File: src/hdl/jvm_op_pkg.sv
// jvm opcode set
// byte values of the supported bytecodes and the in-instruction phase type
package jvm_op_pkg;

    typedef enum logic [7:0] {
        nop       = 8'h00,
        iconst_m1 = 8'h02,
        iconst_0  = 8'h03,   // iconst_n = iconst_0 + n
        iconst_1  = 8'h04,
        iconst_2  = 8'h05,
        iconst_3  = 8'h06,
        iconst_4  = 8'h07,
        iconst_5  = 8'h08,
        bipush    = 8'h10,   // one operand byte
        sipush    = 8'h11,   // two operand bytes, high first
        pop       = 8'h57,
        dup       = 8'h59,
        swap      = 8'h5F,
        iadd      = 8'h60,
        isub      = 8'h64,
        imul      = 8'h68,
        idiv      = 8'h6C,
        irem      = 8'h70,
        ineg      = 8'h74,
        iand      = 8'h7E,
        ior       = 8'h80,
        ixor      = 8'h82,
        // internal only, any undecodable byte maps here
        op_err    = 8'hFE,
        halt      = 8'hFF
    } opcode_t;

    // cycle index inside a multi-byte or multi-cycle instruction
    typedef logic [2:0] phase_t;

endpackage

File: src/hdl/core_pkg.sv
// core-wide widths and the structs passed between the front end and the stack unit
package core_pkg;

    localparam int DATA_W      = 32;
    localparam int ADDR_W      = 16;
    localparam int STACK_DEPTH = 8;   // entries below tos
    localparam int DEPTH_W     = 4;   // counts 0..STACK_DEPTH+1

    // decoder to arithmetic unit
    typedef struct packed {
        logic                en;
        jvm_op_pkg::opcode_t op;
        logic [15:0]         imm;   // operand bytes, latest in the low byte
    } au_cmd_t;

    typedef struct packed {
        logic [ADDR_W-1:0] cold_addr;
        logic              run;
    } cfg_t;

    typedef struct packed {
        logic [ADDR_W-1:0]  pc;
        logic [DATA_W-1:0]  tos;
        logic [DEPTH_W-1:0] depth;
        logic               halted;
        logic               div_bsy;
    } core_status_t;

endpackage

File: src/hdl/au_stack.sv
// arithmetic unit
// tos register over an operand stack, executes decoder commands
// idiv and irem go through the sequential divider
`timescale 1ns/1ps

module au_stack (
    input  logic                         ctl,
    input  logic                         arst_n,
    input  core_pkg::au_cmd_t            cmd,
    output logic                         div_bsy,
    output logic [core_pkg::DATA_W-1:0]  tos,
    output logic [core_pkg::DEPTH_W-1:0] depth
);

    logic [core_pkg::DATA_W-1:0]             stk [core_pkg::STACK_DEPTH];
    logic [core_pkg::DATA_W-1:0]             nos;
    logic [core_pkg::DATA_W-1:0]             push_val;
    logic [core_pkg::DATA_W-1:0]             tos_n;
    logic [core_pkg::DATA_W-1:0]             quotient;
    logic [core_pkg::DATA_W-1:0]             remainder;
    logic [core_pkg::DEPTH_W-1:0]            depth_n;
    logic [core_pkg::DEPTH_W-1:0]            depth_m1;
    logic [core_pkg::DEPTH_W-1:0]            depth_m2;
    logic [$clog2(core_pkg::STACK_DEPTH)-1:0] wr_idx;
    logic [7:0]                              const_val;
    logic                                    push;
    logic                                    stk_we;
    logic                                    div_go;
    logic                                    div_pend;
    logic                                    div_is_rem;

    assign depth_m1  = depth - 1'b1;
    assign depth_m2  = depth - 2'd2;
    assign nos       = stk[depth_m2[$clog2(core_pkg::STACK_DEPTH)-1:0]];
    assign const_val = cmd.op - jvm_op_pkg::iconst_0;   // -1..5

    always_comb begin
        push     = 1'b0;
        push_val = tos;   // dup
        tos_n    = tos;
        depth_n  = depth;
        stk_we   = 1'b0;
        wr_idx   = depth_m1[$clog2(core_pkg::STACK_DEPTH)-1:0];
        div_go   = 1'b0;
        if (div_pend && !div_bsy) begin
            tos_n   = div_is_rem ? remainder : quotient;
            depth_n = depth_m1;
        end else if (cmd.en) begin
            case (cmd.op)
                jvm_op_pkg::iconst_m1, jvm_op_pkg::iconst_0, jvm_op_pkg::iconst_1,
                jvm_op_pkg::iconst_2, jvm_op_pkg::iconst_3, jvm_op_pkg::iconst_4,
                jvm_op_pkg::iconst_5: begin
                    push     = 1'b1;
                    push_val = {{(core_pkg::DATA_W-8){const_val[7]}}, const_val};
                end
                jvm_op_pkg::bipush: begin
                    push     = 1'b1;
                    push_val = {{(core_pkg::DATA_W-8){cmd.imm[7]}}, cmd.imm[7:0]};
                end
                jvm_op_pkg::sipush: begin
                    push     = 1'b1;
                    push_val = {{(core_pkg::DATA_W-16){cmd.imm[15]}}, cmd.imm};
                end
                jvm_op_pkg::dup: push = 1'b1;
                jvm_op_pkg::pop: begin
                    tos_n   = nos;
                    depth_n = depth_m1;
                end
                jvm_op_pkg::swap: begin
                    tos_n  = nos;
                    stk_we = 1'b1;
                    wr_idx = depth_m2[$clog2(core_pkg::STACK_DEPTH)-1:0];
                end
                jvm_op_pkg::iadd: begin
                    tos_n   = nos + tos;
                    depth_n = depth_m1;
                end
                jvm_op_pkg::isub: begin
                    tos_n   = nos - tos;
                    depth_n = depth_m1;
                end
                jvm_op_pkg::imul: begin
                    tos_n   = nos * tos;   // low word only
                    depth_n = depth_m1;
                end
                jvm_op_pkg::iand: begin
                    tos_n   = nos & tos;
                    depth_n = depth_m1;
                end
                jvm_op_pkg::ior: begin
                    tos_n   = nos | tos;
                    depth_n = depth_m1;
                end
                jvm_op_pkg::ixor: begin
                    tos_n   = nos ^ tos;
                    depth_n = depth_m1;
                end
                jvm_op_pkg::ineg: tos_n = -tos;
                jvm_op_pkg::idiv, jvm_op_pkg::irem: div_go = 1'b1;
                default: ;
            endcase
            if (push) begin
                tos_n   = push_val;
                depth_n = depth + 1'b1;
                stk_we  = (depth != '0);   // old tos goes below
            end
        end
    end

    always_ff @(posedge ctl or negedge arst_n) begin
        if (!arst_n) begin
            tos        <= '0;
            depth      <= '0;
            div_pend   <= 1'b0;
            div_is_rem <= 1'b0;
        end else begin
            tos   <= tos_n;
            depth <= depth_n;
            if (div_go) begin
                div_pend   <= 1'b1;
                div_is_rem <= (cmd.op == jvm_op_pkg::irem);
            end else if (!div_bsy) begin
                div_pend <= 1'b0;
            end
        end
    end

    always_ff @(posedge ctl) begin
        if (stk_we) begin
            stk[wr_idx] <= tos;
        end
    end

    seq_divider div_i (
        .ctl       (ctl),
        .arst_n    (arst_n),
        .start     (div_go),
        .dividend  (nos),
        .divisor   (tos),
        .quotient  (quotient),
        .remainder (remainder),
        .busy      (div_bsy)
    );

    // decoder must not issue an operator the stack cannot feed
    assert property (@(posedge ctl) disable iff (!arst_n)
        cmd.en && (cmd.op inside {jvm_op_pkg::iadd, jvm_op_pkg::isub, jvm_op_pkg::imul,
            jvm_op_pkg::iand, jvm_op_pkg::ior, jvm_op_pkg::ixor, jvm_op_pkg::swap,
            jvm_op_pkg::idiv, jvm_op_pkg::irem}) |-> depth >= 2)
        else $error("stack underflow, two operands needed");

    assert property (@(posedge ctl) disable iff (!arst_n)
        cmd.en && (cmd.op inside {jvm_op_pkg::pop, jvm_op_pkg::dup, jvm_op_pkg::ineg})
            |-> depth != '0)
        else $error("stack underflow, empty stack");

    assert property (@(posedge ctl) disable iff (!arst_n)
        push |-> depth <= core_pkg::STACK_DEPTH)
        else $error("stack overflow on push");

endmodule

File: src/hdl/bc_cfg_regs.sv
// configuration registers
// cold-start address at 0, run bit at 1
`timescale 1ns/1ps

module bc_cfg_regs (
    input  logic                        ctl,
    input  logic                        arst_n,
    input  logic                        cfg_wr,
    input  logic                        cfg_addr,
    input  logic [core_pkg::ADDR_W-1:0] cfg_wdata,
    output core_pkg::cfg_t              cfg
);

    always_ff @(posedge ctl or negedge arst_n) begin
        if (!arst_n) begin
            cfg.cold_addr <= '0;
            cfg.run       <= 1'b0;
        end else if (cfg_wr) begin
            if (cfg_addr) begin
                cfg.run <= cfg_wdata[0];
            end else begin
                cfg.cold_addr <= cfg_wdata;
            end
        end
    end

    // a write with an unknown address would hit either register
    assert property (@(posedge ctl) disable iff (!arst_n)
        cfg_wr |-> !$isunknown(cfg_addr))
        else $error("config write with unknown address");

endmodule

File: src/hdl/bc_core_top.sv
// bytecode core top
// config block, decoder and stack unit, status gathered for the outside
`timescale 1ns/1ps

module bc_core_top (
    input  logic                        ctl,
    input  logic                        arst_n,
    input  logic                        cfg_wr,
    input  logic                        cfg_addr,
    input  logic [core_pkg::ADDR_W-1:0] cfg_wdata,
    input  logic [7:0]                  code_byte,
    output logic [core_pkg::ADDR_W-1:0] pc,
    output core_pkg::core_status_t      status
);

    core_pkg::cfg_t               cfg;
    core_pkg::au_cmd_t            cmd;
    logic                         div_bsy;
    logic                         halted;
    logic [core_pkg::DATA_W-1:0]  tos;
    logic [core_pkg::DEPTH_W-1:0] depth;

    bc_cfg_regs cfg_i (
        .ctl       (ctl),
        .arst_n    (arst_n),
        .cfg_wr    (cfg_wr),
        .cfg_addr  (cfg_addr),
        .cfg_wdata (cfg_wdata),
        .cfg       (cfg)
    );

    bc_decoder dec_i (
        .ctl       (ctl),
        .arst_n    (arst_n),
        .cfg       (cfg),
        .code_byte (code_byte),
        .div_bsy   (div_bsy),
        .pc        (pc),
        .cmd       (cmd),
        .halted    (halted)
    );

    au_stack au_i (
        .ctl     (ctl),
        .arst_n  (arst_n),
        .cmd     (cmd),
        .div_bsy (div_bsy),
        .tos     (tos),
        .depth   (depth)
    );

    assign status.pc      = pc;
    assign status.tos     = tos;
    assign status.depth   = depth;
    assign status.halted  = halted;
    assign status.div_bsy = div_bsy;

endmodule

File: src/hdl/bc_decoder.sv
// bytecode decoder
// phase sequencing per opcode, pc stepping and the command to the stack unit
`timescale 1ns/1ps

module bc_decoder (
    input  logic                        ctl,
    input  logic                        arst_n,
    input  core_pkg::cfg_t              cfg,
    input  logic [7:0]                  code_byte,
    input  logic                        div_bsy,
    output logic [core_pkg::ADDR_W-1:0] pc,
    output core_pkg::au_cmd_t           cmd,
    output logic                        halted
);

    jvm_op_pkg::phase_t  phase_q;
    jvm_op_pkg::phase_t  phase_n;
    jvm_op_pkg::opcode_t op_q;
    jvm_op_pkg::opcode_t byte_op;
    jvm_op_pkg::opcode_t cur_op;
    logic [7:0]          imm_q;
    logic                en;
    logic                op_ld;
    logic                pc_inc;
    logic                stop;

    // anything outside the supported set becomes op_err
    always_comb begin
        case (code_byte)
            jvm_op_pkg::nop, jvm_op_pkg::iconst_m1, jvm_op_pkg::iconst_0,
            jvm_op_pkg::iconst_1, jvm_op_pkg::iconst_2, jvm_op_pkg::iconst_3,
            jvm_op_pkg::iconst_4, jvm_op_pkg::iconst_5, jvm_op_pkg::bipush,
            jvm_op_pkg::sipush, jvm_op_pkg::pop, jvm_op_pkg::dup, jvm_op_pkg::swap,
            jvm_op_pkg::iadd, jvm_op_pkg::isub, jvm_op_pkg::imul, jvm_op_pkg::idiv,
            jvm_op_pkg::irem, jvm_op_pkg::ineg, jvm_op_pkg::iand, jvm_op_pkg::ior,
            jvm_op_pkg::ixor, jvm_op_pkg::halt:
                byte_op = jvm_op_pkg::opcode_t'(code_byte);
            default:
                byte_op = jvm_op_pkg::op_err;
        endcase
    end

    // opcode is on the bus in phase 0, held in op_q after that
    assign cur_op = (phase_q == '0) ? byte_op : op_q;

    always_comb begin
        en      = 1'b0;
        phase_n = '0;
        op_ld   = (phase_q == '0);
        pc_inc  = 1'b1;   // take a byte by default
        stop    = 1'b0;
        case (cur_op)
            jvm_op_pkg::bipush: begin
                if (phase_q == '0) begin
                    phase_n = 3'd1;
                end else begin
                    en = 1'b1;   // operand byte on the bus now
                end
            end
            jvm_op_pkg::sipush: begin
                case (phase_q)
                    3'd0:    phase_n = 3'd1;
                    3'd1:    phase_n = 3'd2;   // high byte into imm_q
                    default: en = 1'b1;
                endcase
            end
            jvm_op_pkg::idiv, jvm_op_pkg::irem: begin
                pc_inc  = 1'b0;
                phase_n = 3'd1;
                if (phase_q == '0) begin
                    en = 1'b1;   // starts the divider
                end else if (!div_bsy) begin
                    pc_inc  = 1'b1;
                    phase_n = '0;
                end
            end
            jvm_op_pkg::halt, jvm_op_pkg::op_err: begin
                pc_inc = 1'b0;
                stop   = 1'b1;
            end
            default: en = 1'b1;
        endcase
        if (!cfg.run || halted) begin
            en = 1'b0;
        end
    end

    always_ff @(posedge ctl or negedge arst_n) begin
        if (!arst_n) begin
            phase_q <= '0;
            op_q    <= jvm_op_pkg::nop;
            pc      <= '0;
            halted  <= 1'b0;
        end else if (!cfg.run) begin
            phase_q <= '0;
            op_q    <= jvm_op_pkg::nop;
            pc      <= cfg.cold_addr;   // parked until run
            halted  <= 1'b0;
        end else if (!halted) begin
            phase_q <= phase_n;
            if (op_ld) begin
                op_q <= cur_op;
            end
            if (pc_inc) begin
                pc <= pc + 1'b1;
            end
            if (stop) begin
                halted <= 1'b1;
            end
        end
    end

    always_ff @(posedge ctl) begin
        if (pc_inc) begin
            imm_q <= code_byte;
        end
    end

    assign cmd.en  = en;
    assign cmd.op  = cur_op;
    assign cmd.imm = {imm_q, code_byte};

    // only multi-cycle opcodes leave phase 0 and only sipush reaches phase 2
    assert property (@(posedge ctl) disable iff (!arst_n)
        (phase_q != '0) |-> (op_q inside {jvm_op_pkg::bipush, jvm_op_pkg::sipush,
            jvm_op_pkg::idiv, jvm_op_pkg::irem})
            && ((phase_q == 3'd1) || (op_q == jvm_op_pkg::sipush && phase_q == 3'd2)))
        else $error("decoder phase overrun");

endmodule

File: src/hdl/seq_divider.sv
// signed restoring divider, one quotient bit per clock
// java semantics, quotient toward zero, remainder follows dividend sign
`timescale 1ns/1ps

module seq_divider (
    input  logic                        ctl,
    input  logic                        arst_n,
    input  logic                        start,
    input  logic [core_pkg::DATA_W-1:0] dividend,
    input  logic [core_pkg::DATA_W-1:0] divisor,
    output logic [core_pkg::DATA_W-1:0] quotient,
    output logic [core_pkg::DATA_W-1:0] remainder,
    output logic                        busy
);

    logic [core_pkg::DATA_W-1:0]         q_sr;      // dividend bits out, quotient bits in
    logic [core_pkg::DATA_W-1:0]         rem_mag;
    logic [core_pkg::DATA_W-1:0]         dvs_mag;
    logic [core_pkg::DATA_W:0]           trial;
    logic [$clog2(core_pkg::DATA_W)-1:0] cnt;
    logic                                q_neg;
    logic                                r_neg;

    assign trial = {rem_mag, q_sr[core_pkg::DATA_W-1]} - {1'b0, dvs_mag};

    always_ff @(posedge ctl or negedge arst_n) begin
        if (!arst_n) begin
            busy <= 1'b0;
            cnt  <= '0;
        end else if (start) begin
            busy <= 1'b1;
            cnt  <= '0;
        end else if (busy) begin
            cnt <= cnt + 1'b1;
            if (cnt == core_pkg::DATA_W - 1) begin
                busy <= 1'b0;
            end
        end
    end

    always_ff @(posedge ctl) begin
        if (start) begin
            q_sr    <= dividend[core_pkg::DATA_W-1] ? -dividend : dividend;
            dvs_mag <= divisor[core_pkg::DATA_W-1] ? -divisor : divisor;
            rem_mag <= '0;
            // zero divisor keeps the all-ones quotient unsigned
            q_neg   <= (dividend[core_pkg::DATA_W-1] ^ divisor[core_pkg::DATA_W-1])
                       && (divisor != '0);
            r_neg   <= dividend[core_pkg::DATA_W-1];
        end else if (busy) begin
            if (trial[core_pkg::DATA_W]) begin   // borrow, restore
                rem_mag <= {rem_mag[core_pkg::DATA_W-2:0], q_sr[core_pkg::DATA_W-1]};
                q_sr    <= {q_sr[core_pkg::DATA_W-2:0], 1'b0};
            end else begin
                rem_mag <= trial[core_pkg::DATA_W-1:0];
                q_sr    <= {q_sr[core_pkg::DATA_W-2:0], 1'b1};
            end
        end
    end

    assign quotient  = q_neg ? -q_sr : q_sr;
    assign remainder = r_neg ? -rem_mag : rem_mag;

    assert property (@(posedge ctl) disable iff (!arst_n)
        start |-> !busy)
        else $error("divider restarted while busy");

endmodule

File: config.mk
export PLATFORM = sky130hd
export DESIGN_NAME = bc_core_top
export DESIGN_NICKNAME = d
export VERILOG_FILES = /design/src/hdl/jvm_op_pkg.sv /design/src/hdl/core_pkg.sv /design/src/hdl/au_stack.sv /design/src/hdl/bc_cfg_regs.sv /design/src/hdl/bc_core_top.sv /design/src/hdl/bc_decoder.sv /design/src/hdl/seq_divider.sv
export SDC_FILE = /design/constraint.sdc
export NUM_CORES = 2
export LEC_CHECK = 0
export BUFFER_PORTS_ARGS = -buffer_cell sky130_fd_sc_hd__buf_2
export CAP_MARGIN = 5
export CORE_ASPECT_RATIO = 0.8
export CORE_MARGIN = 1.5
export CORE_UTILIZATION = 51
export CTS_BUF_LIST = sky130_fd_sc_hd__clkbuf_8
export DETAILED_ROUTE_END_ITERATION = 7
export GPL_ROUTABILITY_DRIVEN = 0
export HOLD_SLACK_MARGIN = 0.05
export PLACE_DENSITY_LB_ADDON = 0.3
export SYNTH_ARGS = -nofsm -noshare
export SYNTH_HDL_FRONTEND = slang
export SYNTH_SLANG_ARGS = --single-unit
export TNS_END_PERCENT = 1
File: constraint.sdc
create_clock -name ctl -period 9.3 [get_ports ctl]
set_input_delay 0.465 -clock ctl [delete_from_list [all_inputs] [get_ports ctl]]
set_output_delay 0.465 -clock ctl [all_outputs]
set_load 0.02 [all_outputs]
### After elaboration in Yosys (flattened, before gate mapping)

Memories as Yosys holds them, arrays and structs flattened.
Cells that the tools add are included.

* register bits: 195
* bits in writable memories: 256
* output and inout port bits: 70
* word-level logic and storage cells: 185
* memories kept: 1

Memory list
* au_i.stk: words 8, bits a word 32, rd ports 1, clocked after memory_dff 0, wr ports 1, RTL line au_stack.sv:15 `logic [core_pkg::DATA_W-1:0] stk [core_pkg::STACK_DEPTH];`

* $add $sub $neg: 13
* $mul: 1
* eq/ne operators: 52
* multiplexer cells: 67
* bitwise gates (word level): 5
* reduce and logical (&&, ||, !) cells: 27

Operators by type and width (count)
* 2-to-1 mux 32 bit: 10
* case mux 32 bit (8 select lines): 1
* equality test 8 x 7 -> 1 bit (second input constant): 20
* negation 32 bit: 4
* case mux 32 bit (3 select lines): 1
* equality test 8 x 3 -> 1 bit (second input constant): 8
* equality test 8 bit (second input constant): 7
* 2-to-1 mux 16 bit: 3
* 2-to-1 mux 8 bit: 5
* subtractor 33 x 32 -> 33 bit: 1
* adder 32 bit: 1
* bitwise AND 32 bit: 1
* equality test 8 x 2 -> 1 bit (second input constant): 4
* equality test 8 x 5 -> 1 bit (second input constant): 4
* multiplier 32 x 32 -> 32 bit: 1
* OR 32 bit: 1
* nonzero test 32 bit: 1
* subtractor 32 bit: 1
* bitwise XOR 32 bit: 1
* 2-to-1 mux 31 bit: 1
* 2-to-1 mux 1 bit: 30
* OR reduction 23 bit: 1
* 2-to-1 mux 3 bit: 6
* adder 16 x 1 -> 16 bit (second input constant): 1
* 33 further kinds: 51

### Longest topological paths before layout

* depth after elaboration: 15
* gate-level depth with buffers: 37
* depth with buffers taken out: 31

### Hierarchy

A second synthesis with hierarchy kept.

* cell total of the unflattened synthesis: 4645
* area total of the unflattened synthesis: 44895.6 sq um

By module, submodules not included
* au_stack: times used 1, cells an instance 3259, area each 32912.8 sq um
* seq_divider: times used 1, cells an instance 1064, area each 8822.2 sq um
* bc_decoder: times used 1, cells an instance 266, area each 2322.2 sq um
* bc_cfg_regs: times used 1, cells an instance 38, area each 703.2 sq um
* bc_core_top: times used 1, cells an instance 18, area each 135.1 sq um

### Worst setup path before layout

Ideal clock, no wire load.

* kind: register to register
* start: register au_i.depth[1] (netlist name)
* end: register au_i.tos[28] (netlist name)
* data arrival time: 9.459 ns
* data required time: 9.165 ns
* path slack: -0.294 ns
* stages on the path, launching flop included: 35
* period minus slack after synthesis: 9.594 ns
* cells stage by stage: dfrtp_1 buf_2 buf_2 buf_2 inv_1 ha_1 buf_2 nor2b_1 clkbuf_1 a221oi_1 clkbuf_1 inv_1 clkbuf_1 nor2_1 fa_1 inv_1 fa_1 fa_1 fa_1 inv_1 fa_1 fa_1 fa_1 fa_1 ha_1 and3_1 and2_1 a41oi_1 o2111ai_1 a221o_1 a311oi_1 nor2_1 xor2_1 a2111oi_0 o31ai_1

* word-level cells in the longest chain between the ends: 7
* elaborated cells on any way between the ends: 12
* those cells by class: add/sub: 3; mul: 1; mux: 4; bitwise: 3; memory: 1

Ends and longest elaborated chain
* start: declaration: RTL line au_stack.sv:12 `output logic [core_pkg::DEPTH_W-1:0] depth`
* start signal: assignment: RTL line au_stack.sv:118 `depth <= depth_n;`
* subtractor 3 x 2 -> 3 bit (*): RTL line au_stack.sv:33 `assign depth_m2 = depth - 2'd2;`
* memory (8 x 32 bit) (*)
* multiplier 32 x 32 -> 32 bit (tied with other cells): RTL line au_stack.sv:83 `tos_n = nos * tos;`
* case mux 32 bit (8 select lines) (*): RTL line au_stack.sv:49 `case (cmd.op)`
* 2-to-1 mux 32 bit (*): RTL line au_stack.sv:102 `if (push) begin`
* 2-to-1 mux 32 bit (*): RTL line au_stack.sv:48 `end else if (cmd.en) begin`
* 2-to-1 mux 32 bit (*): RTL line au_stack.sv:45 `if (div_pend && !div_bsy) begin`
* end signal: assignment: RTL line au_stack.sv:117 `tos <= tos_n;`
* end: declaration: RTL line au_stack.sv:11 `output logic [core_pkg::DATA_W-1:0] tos,`

Every way passes the cells marked *; elsewhere a longest branch is shown, timed or not. The select of a mux whose other input is x is not followed.
A chain may end at the register's enable or synchronous reset.

### Final worst setup path

* start: register au_i.depth[1] (netlist name)
* end: register au_i.tos[26] (netlist name)

Same word-level chain as after synthesis.

==> key figures <==
Run status
  – Outcome: complete, but fails checks
  – Failing checks: DRC, capacitance limit

Timing
  – Setup TNS: 0 ns
  – Hold WS: around 0.1 ns
  – Slew Limit Fails: 0
  – FMAX: between 100 and 150 MHz
  – Setup violators final: 0
  – Setup Skew: 0.0779 ns
  – Min cycle time layout: around 9.1 ns
  – Worst slew pin tran: between 1 and 1.5 ns
  – Tcrit/Tclk final: between 90% and 100%
  – PnR worst setup slack: about 0.20 ns
  – Rel. slew slack: under 10%
  – Final Hold Fails: 0

Yosys
  – Share of the synthesized area in the top cell type: approximately 23%
  – Flops & latches, synth: 450
  – Gate Count Post-Synth: 4,457
  – Ys flop type: edfxtp_1
  – Top cells by area in the synthesized netlist: edfxtp_1, fa_1, ha_1, dfrtp_1, xnor2_1
  – EDFF count, synth: 330
  – Sequential area share after synthesis: just under 30%
  – Largest area contributor in the netlist: edfxtp_1
  – Ys async rst share: 19.6%
  – Netlist cell types: 100
  – Synthesized area: roughly 0.043 sq mm
  – Syn nets: approximately 5,200
  – Synthesis warning total: 0
  – Average cell area after synthesis: about 10 sq um

Worst hold path
  – Hold/Removal Path Class: input pin to flip-flop
  – Worst Hold End: cfg_i.cfg[0]
  – Hold path cells: 3
  – Hold Crit Start: cfg_addr

Detailed routing
  – Detailed router's first-iteration violation count: 4,661
  – Antenna Violating Nets Remaining: 0
  – Via density: between 6 and 7
  – Drt pass-1 iters: 8
  – Drt drc: 36
  – DR vias: 36,100
  – Routed wire per std cell: about 26 microns
  – Routed wire length: approximately 150 mm

GRT
  – Grt ovf: 0
  – Initial antenna violation count: 8
  – Gr usage total: between 30% and 40%
  – Largest net degree at the start of global routing: 72
  – First-pass GRT wire length: roughly 220 mm
  – Number of global-route vias before repair: between 30,000 and 40,000

Floorplan
  – Die X: roughly 330 microns
  – Die Footprint: a little under 0.09 sq mm
  – Core area: 0.0840 sq mm
  – Starting Density: around half
  – Io pins: 98
  – # rows: between 90 and 100
  – Die Ht: approximately 260 microns

Worst setup path
  – Crit-path slowest cell: xnor2_1
  – CP Class: flip-flop to flip-flop
  – Critical Path AT: between 9 and 10 ns
  – Worst R2R End: au_i.tos[26]
  – Worst reg2reg setup slack: a little under 0.2 ns
  – Reg2Reg Launch Point: au_i.depth[1]
  – Startpoint Class: flip-flop
  – Most frequent CP cell: fa_1
  – CP Capture Type: flip-flop
  – Worst Reg-to-Reg Cells: 27
  – CP Max Fanout: 18
  – Critical Path RT: 9.92 ns
  – Crit-path max cell delay: between 0.6 and 0.7 ns

Placed design
  – Post-DP HPWL: ~110 mm
  – DP Worst Slack: 0.174 ns
  – Port Buf Inserts: 97
  – Placed cell areas: ~0.046 sq mm

Layout
  – Synth-to-layout area growth: 9.73%
  – Final Cell Area: approximately 0.048 sq mm
  – FILL cells: roughly 7,200
  – Layout Nets: between 5,000 and 6,000
  – Share of cells above drive strength 1: between 10% and 20%

Clocking
  – Worst-path clk slew: roughly 0.070 ns
  – CTS tree: yes
  – Bufs on Longest Clock Path: 3
  – H-Tree Depth: 3
  – CTS buffer count: 75
  – Clk_lat worst skew: ~0.75 ns
  – Root buf cell: clkbuf_8
  – # clock sinks: 450

Run
  – Maxcap violations: 1
critical path: cells and delay by family, from the launching register on:
kind / cells / cell delay [ns]
AND/OR/NAND/NOR: 6 / 0.97
buffers and inverters: 5 / 1.06
flip-flops: 1 / 0.39
multiplexers: 1 / 0.48
XOR/XNOR: 1 / 0.62
AO/OA/AOI/OAI: 4 / 0.75
adder cells (fa/ha/maj): 10 / 4.73
worst max path at each step:
stage	startpoint	slack, ns	endpoint
after global placement	au_i.depth[0]	0.32	au_i.tos[29]
final	au_i.depth[1]	0.20	au_i.tos[26]
after global routing	au_i.depth[1]	-0.0006	au_i.tos[26]
after CTS	au_i.depth[0]	0.14	au_i.tos[29]
after floorplan	au_i.depth[1]	0.009	au_i.tos[28]
after detailed placement	au_i.depth[0]	0.17	au_i.tos[29]
area by class of cell:
type	instances	area, sq um	area share (%)
well taps	1115	1400	2.93
clock buffers	80	1100	2.32
inverters	509	1910	4.02
multi-input cells	3235	27700	58.3
clock inverters	60	493	1.04
flip-flops and latches	450	12800	26.8
diodes	9	22.5	0.0474
repair buffers	298	2130	4.47
stage by stage:
step | util (%) | cells
floorplan | - | 4457
global placement | 54.4 | 5590
detailed placement | 54.4 | 5590
CTS | 56.5 | 5747
global route | 56.5 | 5748
finish | 56.6 | 5756
flip-flops by register name (all words and copies together) (netlist names), 5 cells and up:
signal,flops
au_i.stk,256
au_i.div_i.rem_mag,32
au_i.div_i.dvs_mag,32
dec_i.imm_q,8
au_i.div_i.cnt,5
dec_i.op_q,8
cfg_i.cfg,17
au_i.div_i.q_sr,32
dec_i.pc,16
au_i.tos,32
kinds of logic after synthesis:
kind of cell | Yosys count | share of synthesized area, %
xor+xnor | 335 | 6.90
compound gates | 754 | 11.7
flops | 450 | 29.4
fa+ha+maj | 677 | 26.7
mux | 152 | 5.00
buf+inv | 772 | 7.08
simple gates | 1317 | 13.2
what timing repair did:
item,CTS,global route
hold buffers,17,0
resized for setup,0,3
buffers inserted,0,0
hold endpoints to repair,53,0
endpoints found under the setup margin,0,3
cell usage after synthesis (12+ instances only):
library cell,n
a2111oi_0,13
a211oi_1,47
a21o_1,42
a21oi_1,163
a221oi_1,18
a22oi_1,12
a31oi_1,29
and2_1,14
and3_1,26
buf_1,19
buf_2,28
buf_4,28
clkbuf_1,184
clkinv_1,21
dfrtp_1,88
dfxtp_1,32
edfxtp_1,330
fa_1,410
ha_1,267
inv_1,484
mux2_2,32
mux2i_1,71
mux4_2,47
nand2_1,456
nand2b_1,21
nand3_1,42
nand4_1,24
nor2_1,554
nor2b_1,26
nor3_1,52
nor4_1,15
o2111ai_1,13
o211a_1,12
o211ai_1,28
o21a_1,17
o21ai_0,168
o221ai_1,14
o22ai_1,25
o31ai_1,29
o41ai_1,13
or3_1,25
or4_1,13
xnor2_1,247
xor2_1,84
layout by cell type (no fill, tap or decap), drive strengths merged, types with 26 or more instances in the layout:
master / netlist / routed
mux4: 47 / 47
edfxtp: 330 / 330
xnor2: 247 / 247
a31oi: 30 / 30
mux2: 32 / 32
a21oi: 165 / 165
a21o: 42 / 42
xor2: 84 / 84
nand2: 457 / 457
a211oi: 47 / 47
fa: 410 / 410
nor2: 554 / 554
or3: 26 / 26
clkinv: 21 / 42
dfrtp: 88 / 88
nor2b: 26 / 26
o31ai: 29 / 29
nor3: 54 / 54
buf: 79 / 281
ha: 267 / 267
clkbuf: 184 / 80
o211ai: 28 / 28
dfxtp: 32 / 32
nand3: 42 / 42
o21ai: 174 / 174
inv: 488 / 516
mux2i: 73 / 73
and3: 26 / 26
routing by layer:
layer	routed length, microns	track usage (%)	up-vias	share of wire (%)
met4	9310	16.5	8	6.3
met2	58400	46.8	2597	40
li1	-	-	15400	-
met5	260	1.28	-	0.18
met1	57200	46.6	17500	39
met3	22300	14.0	640	15
Power is not shown: default switching activity piles up to over one toggle a cycle in this logic, so the estimate is an artifact.
